`src/lsu_macros.svh`:
```
// LSU configuration
// datapath widths, RAM depth, pipe depths and exception cause codes
`ifndef LSU_MACROS_SVH
`define LSU_MACROS_SVH

// datapath and address space
`define LSU_XLEN            64
`define LSU_SV              39

// tightly coupled data RAM, in 64-bit words
`define LSU_RAM_DEPTH       64

// scoreboard tag
`define LSU_TRANS_ID_BITS   3

// output register depths
`define LSU_LOAD_PIPE_REGS  1
`define LSU_STORE_PIPE_REGS 1

// RISC-V exception causes
`define LSU_CAUSE_LD_MISALIGNED 6'd4
`define LSU_CAUSE_LD_ACCESS     6'd5
`define LSU_CAUSE_ST_MISALIGNED 6'd6
`define LSU_CAUSE_ST_ACCESS     6'd7

`endif

```
`src/lsu_pkg.sv`:
```
// LSU shared types
// operation codes, pipeline records and operator classification
`include "lsu_macros.svh"

package lsu_pkg;

    // ------------------------------------------------------------
    // operations
    // ------------------------------------------------------------
    // NOP sits at zero so a cleared record decodes as idle
    typedef enum logic [3:0] {
        NOP = 4'd0,
        LB  = 4'd1,
        LH  = 4'd2,
        LW  = 4'd3,
        LD  = 4'd4,
        LBU = 4'd5,
        LHU = 4'd6,
        LWU = 4'd7,
        SB  = 4'd8,
        SH  = 4'd9,
        SW  = 4'd10,
        SD  = 4'd11
    } lsu_op_e;

    // word index into the data RAM
    typedef logic [$clog2(`LSU_RAM_DEPTH)-1:0] ram_addr_t;

    // ------------------------------------------------------------
    // pipeline records
    // ------------------------------------------------------------
    typedef struct packed {
        lsu_op_e                       operator;
        logic [`LSU_XLEN-1:0]          operand_a;
        logic [`LSU_XLEN-1:0]          operand_b;
        logic [`LSU_XLEN-1:0]          imm;
        logic [`LSU_TRANS_ID_BITS-1:0] trans_id;
    } fu_data_t;

    typedef struct packed {
        logic                          valid;
        logic [`LSU_XLEN-1:0]          vaddr;
        logic                          overflow;
        logic [`LSU_XLEN-1:0]          wdata;
        logic [`LSU_XLEN/8-1:0]        be;
        lsu_op_e                       operator;
        logic [`LSU_TRANS_ID_BITS-1:0] trans_id;
    } lsu_ctrl_t;

    typedef struct packed {
        logic                 valid;
        logic [5:0]           cause;
        logic [`LSU_XLEN-1:0] tval;
    } exception_t;

    typedef struct packed {
        logic                          valid;
        logic [`LSU_TRANS_ID_BITS-1:0] trans_id;
        logic [`LSU_XLEN-1:0]          result;
        exception_t                    ex;
    } load_resp_t;

    typedef struct packed {
        logic                          valid;
        logic [`LSU_TRANS_ID_BITS-1:0] trans_id;
        exception_t                    ex;
    } store_resp_t;

    // ------------------------------------------------------------
    // operator helpers
    // ------------------------------------------------------------
    function automatic logic is_load(lsu_op_e op);
        return op inside {LB, LH, LW, LD, LBU, LHU, LWU};
    endfunction

    // log2 of the access size in bytes
    function automatic logic [1:0] op_size(lsu_op_e op);
        case (op)
            LB, LBU, SB: return 2'd0;
            LH, LHU, SH: return 2'd1;
            LW, LWU, SW: return 2'd2;
            default:     return 2'd3;
        endcase
    endfunction

endpackage

```
`src/lsu_except_check.sv`:
```
// LSU exception check
// flags misaligned and out-of-range accesses and routes the op to load or store
`timescale 1ns/1ps
`include "lsu_macros.svh"

module lsu_except_check import lsu_pkg::*; (
    input  lsu_ctrl_t  ctrl_i,
    input  logic       en_ld_st_translation_i,
    output logic       ld_valid_o,
    output logic       st_valid_o,
    output exception_t ex_o
);

    logic is_ld;
    logic is_st;
    logic misaligned;

    assign is_ld = is_load(ctrl_i.operator);
    assign is_st = ctrl_i.operator inside {SB, SH, SW, SD};

    // routing by operator
    assign ld_valid_o = ctrl_i.valid && is_ld;
    assign st_valid_o = ctrl_i.valid && is_st;

    // ------------------------------------------------------------
    // misalignment
    // ------------------------------------------------------------
    always_comb begin
        case (op_size(ctrl_i.operator))
            2'd3:    misaligned = (ctrl_i.vaddr[2:0] != 3'b000);
            2'd2:    misaligned = (ctrl_i.vaddr[1:0] != 2'b00);
            2'd1:    misaligned = ctrl_i.vaddr[0];
            // bytes are always aligned
            default: misaligned = 1'b0;
        endcase
    end

    // ------------------------------------------------------------
    // exception record
    // ------------------------------------------------------------
    always_comb begin
        ex_o       = '0;
        ex_o.tval  = ctrl_i.vaddr;

        if (ld_valid_o || st_valid_o) begin
            if (misaligned) begin
                ex_o.valid = 1'b1;
                ex_o.cause = is_ld ? `LSU_CAUSE_LD_MISALIGNED : `LSU_CAUSE_ST_MISALIGNED;
            end
            // access fault wins over misalignment
            if (en_ld_st_translation_i && ctrl_i.overflow) begin
                ex_o.valid = 1'b1;
                ex_o.cause = is_ld ? `LSU_CAUSE_LD_ACCESS : `LSU_CAUSE_ST_ACCESS;
            end
        end

        if (!ex_o.valid) begin
            ex_o.tval = '0;
        end
    end

endmodule

```
`config.mk`:
```
export PLATFORM = sky130hd
export DESIGN_NAME = lsu_except_check
export DESIGN_NICKNAME = d
export VERILOG_FILES = /design/src/lsu_pkg.sv /design/src/lsu_except_check.sv
export VERILOG_INCLUDE_DIRS = /design/src
export SDC_FILE = /design/constraint.sdc
export NUM_CORES = 1
export LEC_CHECK = 0
export BUFFER_PORTS_ARGS = -buffer_cell sky130_fd_sc_hd__buf_2
export CAP_MARGIN = 20
export CELL_PAD_IN_SITES_DETAIL_PLACEMENT = 2
export CELL_PAD_IN_SITES_GLOBAL_PLACEMENT = 2
export CORE_MARGIN = 2
export CORE_UTILIZATION = 10
export DETAILED_ROUTE_END_ITERATION = 6
export PLACE_DENSITY = 0.95
export RECOVER_POWER = 50
export SYNTH_ARGS = -nofsm -noshare
export SYNTH_HDL_FRONTEND = slang
export SYNTH_SLANG_ARGS = --single-unit
```
`constraint.sdc`:
```
create_clock -name vclk -period 2.02
set_clock_uncertainty 0.2 [all_clocks]
set_input_delay 0.202 -clock vclk [all_inputs]
set_output_delay 0.202 -clock vclk [all_outputs]
set_load 0.02 [all_outputs]
```
After elaboration in Yosys (flattened, before gate mapping):

Memory sizes are Yosys's and may differ from the RTL's.
Cells that the tools add are included.
W data, S select, Z words.

* word-level logic and storage cells: 30
* bits in registers: 0
* input bits: 146
* memory bits (read-only): 32
* memories: 1

* reductions and logical operators: 8
* eq/ne operators: 14
* multiplexer cells: 7

Memory list
* (name not given): words 16, bits a word 2, read ports 1, clocked after Yosys merged registers in 0, wr ports 0, RTL line lsu_pkg.sv:78 `case (op)`

Operators with widths (count)
* $mux W64: 1
* $mux W7: 3
* $eq A4 B3 Y1 const B: 4
* $eq A4 B4 Y1 const B: 4
* $eq A4 B2 Y1 const B: 2
* $reduce_bool A7 Y1: 1
* $eq A2 B2 Y1 const B: 2
* $eq A4 B1 Y1 const B: 1
* $mux W2: 2
* $reduce_bool A4 Y1: 1
* $logic_and A1 B1 Y1: 3
* $pmux W1 S3: 1
* $reduce_bool A3 Y1: 1
* $eq A2 B1 Y1 const B: 1
* $reduce_bool A2 Y1: 1
* $logic_or A1 B1 Y1: 1

Depth between registers and ports, before layout:

Gate-level depths: netlist of run 1.

* depth after elaboration: 7
* mapped depth: 9

Worst setup path before layout of run 1:

No wires, ideal clock.

* path type: input-to-output
* start point: input ctrl_i[3] (netlist bit)
* end point: output ex_o[70] (netlist bit)
* arrival time: 1.878 ns
* stages: 9
* setup slack: -0.260 ns
* buffers on the path: 3
* path through: inv_1 -> ha_1 -> or3_1 -> a311oi_1 -> o21ai_1 -> buf_6 -> buf_6 -> and2_1 -> buf_4

RTL lines
* start, declared: RTL line lsu_except_check.sv:7 `input lsu_ctrl_t ctrl_i,`
* end, declared: RTL line lsu_except_check.sv:11 `output exception_t ex_o`

==> impl_metrics.csv, run 1 <==
group,metric,value,unit
finish,drive_gt1_share,74.60,%
floorplan,num_rows,30,
grt,antenna_found_initial,0,
yosys,yosys-top-cells-area,"and3_1 (57%), buf_6 (7.9%), ha_1 (7.1%)",
sta,fin_crit_sh,113.3,%
worst_setup_path,start_kind,"input port",
sta,fmax,436.8,MHz
yosys,synthMuxAreaShare,0,%
yosys,yosysSeqAreaShare,0,%
grt,grt_overflow_total,0,
pwr,cellPowerDensity,276.9,mW/mm²
finish,final_cells,348,
worst_setup_path,crit_path_max_incr_delay,0.37,ns
floorplan,design.die.area,0.007784,mm²
yosys,synth_compound_area_share,6.349,%
finish,utilization,30.02,%
sta,setup_viol,68,
worst_setup_path,path_common_cell,"buf_12",
pwr,ir_drop,0.08262,mV
route,routed_wl,6.071,mm
worst_setup_path,cp_num_buf_inv,5,
route,drt_iter0_drc,30,
yosys,post-synth-top-count-cell,"and3_1",
worst_setup_path,worstPathCellList,"buf_12 > inv_8 > ha_4 > or3_4 > a311oi_2 > buf_4 > o21ai_4 > buf_12 > and3_1 > buf_2",
place,gp_congestion,0.7005,
yosys,yosys_warnings,0,
yosys,synth_top_area_share,57.32,%
route,viasPerCell,4.256,
min_path,hp-class,"input port to output port",
place,pre_cts_slack,-0.3118,ns
yosys,yosys.area_share.simple,68.08,%
finish,postLayoutCellArea,0.002051,mm²
sta,setup-tns-final,-15.49,ns
worst_setup_path,critPathKind,"input port to output port",
grt,grt_max_degree,67,
finish,nets,404,
floorplan,initial_core_util,10.38,%
yosys,synth_area_per_cell,6.509,µm²
grt,grt_pass1_wl,7.120,mm
worst_setup_path,crit_slowest_cell,"or3_4",
floorplan,die_h,88.23,µm
cts,hold_buffers,0,
yosys,synthTopCellsByCount,"and3_1 (65), clkbuf_1 (9), buf_6 (5), buf_4 (4), ha_1 (4)",
route,drtAntennaViolNets,0,
worst_setup_path,critPathMaxFanout,38,
worst_setup_path,cp-end-kind,"output port",
worst_setup_path,cp_data_required_time,1.62,ns
finish,fillers,835,
grt,grt_pass1_vias,1472,
sta,final-hold-violation-count,0,
floorplan,design.core.area,0.006832,mm²
grt,grtUsageTotal,11.18,%
route,first_pass_iters,3,
worst_setup_path,critical-path-top-delay-family,"buffers and inverters",
place,dp.cells,337,
sta,rsz0062_at_grt,"yes",
run_status,outcome,"finished with violations",
floorplan,ios,219,
place,placed_area,0.001551,mm²
yosys,synthCells,109,
place,port_buffers,141,
floorplan,die_w,88.23,µm
yosys,synth_top_family_by_area,"simple AND/OR/NAND/NOR gates",
sta,hold_ws,0.5383,ns
yosys,synth-xor-area-share,0,%
sta,period_needed,2.290,ns
yosys,synthDistinctLibCells,22,
sta,finalMaxSlewViolations,0,
pwr,p_leak,1.264,nW
route,remaining_drc_errors,0,
finish,seq_cells,0,
yosys,syn_area,709.4,µm²
place,hpwl,4.091,mm
finish,antennaDiodeCount,0,
worst_setup_path,worstPathArrival,1.89,ns
sta,fin_ws,-0.2696,ns
yosys,synth_fa_ha_area_share,7.055,%
finish,area_growth,189.1,%
flow_run,max_cap_violations,0,
finish,final-seq-area,0,µm²
run_status,violations,"setup timing",
pwr,power,0.5678,mW
yosys,post-synth-top-area-cell,"and3_1",
route,wire_per_inst,17.45,µm
finish,clkbuf_count,0,
route,via_count,1481,
[routing by layer]
metal | track usage [%] | up-vias | wire length (µm) | share of wire [%]
li1 | - | 674 | - | -
met3 | 3.265 | 2 | 711 | 12
met1 | 12.94 | 696 | 2373 | 39
met4 | 0 | 0 | 22 | 0.36
met2 | 21.53 | 109 | 2963 | 49
met5 | 0 | - | 0 | 0
[final timing paths]
check / start / endpoint / slack (ns) / depth (start not counted)
min: ctrl_i[126] / ex_o[46] / 0.54 / 3
max: ctrl_i[3] / ex_o[31] / -0.27 / 10
[cells in the final DEF (no fill, tap or decap), types with 2 or more instances in the layout]
master,netlist,routed
ha_4,0,3
buf_6,5,23
buf_2,0,109
clkbuf_16,0,5
and3_1,65,48
nand2_1,3,3
buf_4,4,16
or3_4,0,2
conb_1,1,3
and3_4,0,17
buf_12,0,5
[report_power, final]
group          total, mW  switching, mW  internal, mW
clock                  0              0             0
combinational      0.568          0.287         0.280
sequential             0              0             0
total              0.568          0.287         0.280
[what timing repair did]
item                                    4_1_cts  5_1_grt
gates resized for setup                      10       75
setup buffers                                 0        4
cloned                                        0        7
endpoints found under the setup margin       68       68
pin swaps                                     0       11
[logic make-up after synthesis]
| group | after synthesis |
|---|---|
| AO/OA/AOI/OAI | 6 |
| AND/OR/NAND/NOR | 78 |
| other | 1 |
| adder cells (fa/ha/maj) | 4 |
| buffers and inverters | 20 |
[area by class of cell]
type | count | area (µm²) | share of cell area [%]
inverters | 2 | 20.02 | 0.9762
multi-input cells | 91 | 757.0 | 36.91
well taps | 96 | 120.1 | 5.857
repair buffers | 159 | 1154 | 56.25
Note: power is estimated with default switching activity, not from simulation.
==> run 2: changes to the inputs <==
--- a/config.mk
+++ b/config.mk
@@ -6,6 +6,7 @@
 export SDC_FILE = /design/constraint.sdc
 export NUM_CORES = 1
 export LEC_CHECK = 0
+export ABC_AREA = 1
 export BUFFER_PORTS_ARGS = -buffer_cell sky130_fd_sc_hd__buf_2
 export CAP_MARGIN = 20
 export CELL_PAD_IN_SITES_DETAIL_PLACEMENT = 2
@@ -14,7 +15,6 @@
 export CORE_UTILIZATION = 10
 export DETAILED_ROUTE_END_ITERATION = 6
 export PLACE_DENSITY = 0.95
-export RECOVER_POWER = 50
 export SYNTH_ARGS = -nofsm -noshare
 export SYNTH_HDL_FRONTEND = slang
 export SYNTH_SLANG_ARGS = --single-unit
==> run 2 against run 1 <==
Compared with the run above:
- the run still ends with setup timing left
- design area rose by 18%
- synthesized area rose by 37%
- total power rose by 13%
- largest cell class unchanged
- largest power group unchanged
==> impl_metrics.csv, run 2 <==
group,metric,value,unit
finish,postLayoutCellArea,0.002422,mm²
cts,hold_buffers,0,
flow_run,max_cap_violations,0,
pwr,p_comb_share,100.0,%
yosys,synthDistinctLibCells,18,
grt,grt_pass1_vias,1777,
sta,fin_ws,-0.003244,ns
grt,grt_pass1_wl,8.024,mm
sta,fin_crit_sh,100.2,%
finish,mostFrequentLayoutCells,"buf_2 (102), inv_1 (71), nor2_4 (37)",
floorplan,die_h,102.6,µm
place,placed_area,0.001853,mm²
yosys,syn_area,972.2,µm²
pwr,ir_drop,0.07429,mV
pwr,sw_frac_of_total,56.51,%
yosys,yosys_warnings,0,
pwr,power_switching,0.3634,mW
sta,setup_viol,1,
worst_setup_path,critPathMaxFanout,8,
grt,antenna_found_initial,1,
floorplan,die_w,102.6,µm
pwr,intPower,0.2796,mW
floorplan,design.core.area,0.009328,mm²
sta,finalMaxSlewViolations,0,
route,first_pass_iters,2,
floorplan,ios,219,
min_path,min-delay-start,"ctrl_i[102]",
min_path,hp-class,"input port to output port",
route,via_count,1592,
route,drt_iter0_drc,9,
run_status,outcome,"finished with violations",
floorplan,initial_core_util,10.42,%
finish,final_common_cell,"buf_2",
pwr,p_leak,1.477,nW
sta,rsz0062_at_grt,"yes",
finish,final-seq-area,0,µm²
finish,drive_gt1_share,66.16,%
sta,period_needed,2.023,ns
place,port_buffers,141,
floorplan,design.die.area,0.01053,mm²
worst_setup_path,worstSetupStartpoint,"ctrl_i[4]",
route,viasPerCell,3.453,
min_path,min_to,"ex_o[22]",
worst_setup_path,worstPathArrival,1.62,ns
grt,grtUsageTotal,9.498,%
worst_setup_path,cp_data_required_time,1.62,ns
place,hpwl,4.583,mm
pwr,power.share.clock,0,%
route,drtAntennaViolNets,0,
yosys,synthCells,183,
yosys,synthTopCellsByCount,"inv_1 (75), nor2_1 (49), nor2_4 (20), nand2_1 (8), nand3_1 (5)",
run_status,violations,"setup timing",
finish,area_growth,149.2,%
finish,clkbuf_count,0,
route,wire_per_inst,12.30,µm
worst_setup_path,start_kind,"input port",
worst_setup_path,cp-end-kind,"output port",
sta,final-hold-violation-count,0,
yosys,post-synth-top-count-cell,"inv_1",
yosys,yosysSeqAreaShare,0,%
place,gp_congestion,0.6885,
pwr,pwr-share-seq,0,%
finish,utilization,25.97,%
floorplan,num_rows,35,
grt,grt_overflow_total,0,
yosys,post-synth-top-area-cell,"inv_1",
sta,fmax,494.3,MHz
grt,grt_max_degree,28,
pwr,cellPowerDensity,265.4,mW/mm²
min_path,hold_depth,4,
route,routed_wl,5.669,mm
route,remaining_drc_errors,0,
finish,nets,483,
worst_setup_path,critPathKind,"input port to output port",
yosys,yosys-top-cells-area,"inv_1 (29%), nor2_4 (23%), nor2_1 (19%)",
finish,seq_cells,0,
yosys,synth_area_per_cell,5.312,µm²
yosys,synth_top_area_share,28.96,%
## run 2: layer usage
metal	GRT usage (%)	up-vias	share of wire [%]
met1	7.935	738	31
met5	0	-	0
met2	22.83	83	61
met4	0.3077	0	0.44
met3	1.559	2	7.7
li1	-	769	-
## run 2: kinds of logic (layout without fill, tap and decap cells)
| kind of cell | after synthesis | count (layout) | synth area share, % |
|---|---|---|---|
| other | 1 | 4 | 0.3857 |
| AO/OA/AOI/OAI | 3 | 3 | 1.544 |
| AND/OR/NAND/NOR | 88 | 88 | 51.87 |
| adder cells (fa/ha/maj) | 4 | 4 | 5.148 |
| buffers and inverters | 87 | 233 | 41.06 |
## run 2: stage by stage
step / setup slack (ns) / power (mW) / TNS (ns) / cells / hold slack [ns]
final: -0.003244 / 0.6429 / -0.003244 / 461 / 0.5195
after global routing: -0.09996 / 0.6915 / -3.027 / 460 / 0.5375
after CTS: -0.07549 / 0.6285 / -1.001 / 460 / 0.5215
after detailed placement: -0.3145 / 0.4833 / -14.66 / 456 / 0.5187
after global placement: -0.2171 / 0.4577 / -7.746 / 456 / 0.5130
after floorplan: 0.05186 / 0.2966 / 0 / 185 / 0.3234
## run 2: what timing repair did
item | in CTS | in global routing
pin swaps | 10 | 12
buffers inserted | 3 | 1
resized for setup | 121 | 27
endpoints found under the setup margin | 67 | 66
gates cloned | 2 | 0
## run 2: worst max-delay path: stages
cell	delay (ns)
buf_8	0.10
inv_6	0.04
ha_1	0.20
nor3_4	0.19
nand2_1	0.12
nand3_2	0.11
o21ai_4	0.09
nand2_8	0.12
buf_12	0.13
buf_12	0.15
nor2_4	0.04
buf_6	0.12
## run 2: power groups by stage
stage	logic, mW	clock network (mW)	registers, mW
2_1_floorplan	0.297	0	0
3_3_place_gp	0.458	0	0
3_5_place_dp	0.483	0	0
4_1_cts	0.628	0	0
5_1_grt	0.691	0	0
6_report	0.643	0.0000000662	0
## run 2: worst max path at each step
stage	end	slack, ns
floorplan	ex_o[70]	0.05
CTS	ex_o[27]	-0.08
finish	ex_o[27]	-0.003
global placement	ex_o[52]	-0.22
detailed placement	ex_o[54]	-0.31
global route	ex_o[27]	-0.1
## run 2: cell type report
type               instances  area (µm²)
repair buffers           157        1134
fillers                 1134        6905
multi-input cells         98       827.0
well taps                129       161.4
diodes                     1       2.502
inverters                 76       297.8
==> run 3: changes to the inputs <==
--- a/config.mk
+++ b/config.mk
@@ -15,6 +15,7 @@
 export CORE_UTILIZATION = 10
 export DETAILED_ROUTE_END_ITERATION = 6
 export PLACE_DENSITY = 0.95
+export REMOVE_ABC_BUFFERS = 1
 export SYNTH_ARGS = -nofsm -noshare
 export SYNTH_HDL_FRONTEND = slang
 export SYNTH_SLANG_ARGS = --single-unit
==> run 3 against run 2 <==
Compared with the run above:
- the flow still finishes with violations (setup timing)
- worst hold slack got worse by 0.0046 ns
- core utilization down 0.54 points
- first-iteration DRC count is 44% lower
- fmax shrank 2.5%
- sequential share of layout area unchanged
- global-route usage down 1.5 points
- sequential cell count did not move
- setup slack worse by 0.053 ns
- critical path type unchanged
- critical endpoint is now ex_o[20]
- highest routed layer unchanged
==> impl_metrics.csv, run 3 (synthesis gave the netlist of run 2 again) <==
group,metric,value,unit
run_status,outcome,"finished with violations",
run_status,violations,"setup timing",
min_path,hp-class,"input port to output port",
min_path,min-delay-start,"ctrl_i[141]",
route,routed_wl,5.687,mm
finish,final-seq-area,0,µm²
pwr,intPower,0.2874,mW
grt,grt_pass1_vias,1613,
grt,antenna_found_initial,0,
sta,finalMaxSlewViolations,0,
place,placed_area,0.001838,mm²
finish,nets,486,
min_path,hold_depth,4,
route,drt_iter0_drc,5,
floorplan,num_rows,35,
flow_run,max_cap_violations,0,
min_path,min_to,"ex_o[61]",
place,hpwl,4.364,mm
worst_setup_path,cp-end-kind,"output port",
sta,rsz0062_at_grt,"yes",
place,port_buffers,141,
pwr,p_leak,1.481,nW
place,pre_cts_slack,-0.2739,ns
route,wire_per_inst,12.28,µm
worst_setup_path,start_kind,"input port",
sta,fin_crit_sh,102.8,%
sta,final-hold-violation-count,0,
sta,fin_ws,-0.05588,ns
sta,period_needed,2.076,ns
place,gp_congestion,0.7047,
grt,grt_pass1_wl,6.955,mm
floorplan,die_h,102.6,µm
pwr,power,0.6406,mW
route,via_count,1604,
worst_setup_path,worstPathArrival,1.67,ns
sta,setup-tns-final,-0.4919,ns
finish,antennaDiodeCount,0,
route,first_pass_iters,2,
floorplan,ios,219,
finish,mostFrequentLayoutCells,"buf_2 (87), inv_1 (72), buf_4 (43)",
worst_setup_path,critPathMaxFanout,9,
sta,fmax,481.7,MHz
finish,clkbuf_count,0,
sta,setup_viol,33,
pwr,sw_frac_of_total,55.13,%
floorplan,design.die.area,0.01053,mm²
floorplan,design.core.area,0.009328,mm²
route,viasPerCell,3.464,
route,drtAntennaViolNets,0,
floorplan,initial_core_util,10.42,%
pwr,ir_drop,0.09305,mV
route,remaining_drc_errors,0,
pwr,p_comb_share,100.0,%
finish,final_common_cell,"buf_2",
grt,grtUsageTotal,8.023,%
grt,grt_overflow_total,0,
finish,seq_cells,0,
grt,grt_max_degree,36,
worst_setup_path,critPathKind,"input port to output port",
finish,postLayoutCellArea,0.002372,mm²
pwr,cellPowerDensity,270.0,mW/mm²
finish,final_cells,463,
finish,area_growth,144.0,%
finish,drive_gt1_share,63.77,%
pwr,power.share.clock,0,%
floorplan,die_w,102.6,µm
pwr,pwr-share-seq,0,%
place,dp.cells,454,
worst_setup_path,cp_data_required_time,1.62,ns
pwr,power_switching,0.3532,mW
## run 3: worst max-delay path by stage
stage	start	endpoint	slack, ns	depth (start not counted)
after floorplan	ctrl_i[3]	ex_o[66]	-0.90	10
after global placement	ctrl_i[3]	ex_o[22]	-0.20	11
after detailed placement	ctrl_i[3]	ex_o[63]	-0.27	11
after CTS	ctrl_i[4]	ex_o[22]	-0.03	12
after global routing	ctrl_i[3]	ex_o[20]	-0.11	14
final	ctrl_i[3]	ex_o[20]	-0.06	12
## run 3: per-stage QoR
step	utilization (%)	hold WS, ns
3_5_place_dp	19.70	0.5215
4_1_cts	21.96	0.5219
6_report	25.43	0.5150
5_1_grt	25.43	0.5342
3_3_place_gp	19.70	0.5135
2_1_floorplan	-	0.3234
## run 3: cell type report
| class | count | area (µm²) |
|---|---|---|
| timing repair buffer | 159 | 1179 |
| fill | 1138 | 6955 |
| multi-input combinational | 99 | 734.5 |
| tap | 129 | 161.4 |
| inverter | 76 | 297.8 |
## run 3: per-layer routing
metal  vias up  global-route usage (%)  wire length [µm]
li1        777                       -                 -
met1       738                   7.733              1836
met2        85                   18.30              3371
met3         4                  0.8136               411
met4         0                  0.4103                68
met5         -                       0                 0
## run 3: repair_timing
action | in CTS | in global routing
pin swaps | 5 | 8
hold endpoints to repair | 0 | 0
gates cloned | 1 | 4
buffers inserted | 4 | 2
endpoints found under the setup margin | 68 | 67
resized for setup | 54 | 73
hold buffers | 0 | 0
## run 3: power by group through the flow
stage / Combinational (mW) / Clock (mW) / Sequential [mW]
5_1_grt: 0.691 / 0 / 0
3_5_place_dp: 0.473 / 0 / 0
2_1_floorplan: 0.263 / 0 / 0
6_report: 0.641 / 0 / 0
4_1_cts: 0.535 / 0 / 0
3_3_place_gp: 0.451 / 0 / 0
## run 3: critical path, stage by stage
cell and delay, ns:
buf_8 0.11, inv_8 0.06, ha_4 0.15, inv_2 0.04, o21ai_1 0.11, nand2_1 0.11
o21ai_4 0.18, buf_12 0.15, nand2_8 0.08, clkbuf_16 0.18, nor2_1 0.13, buf_4 0.18
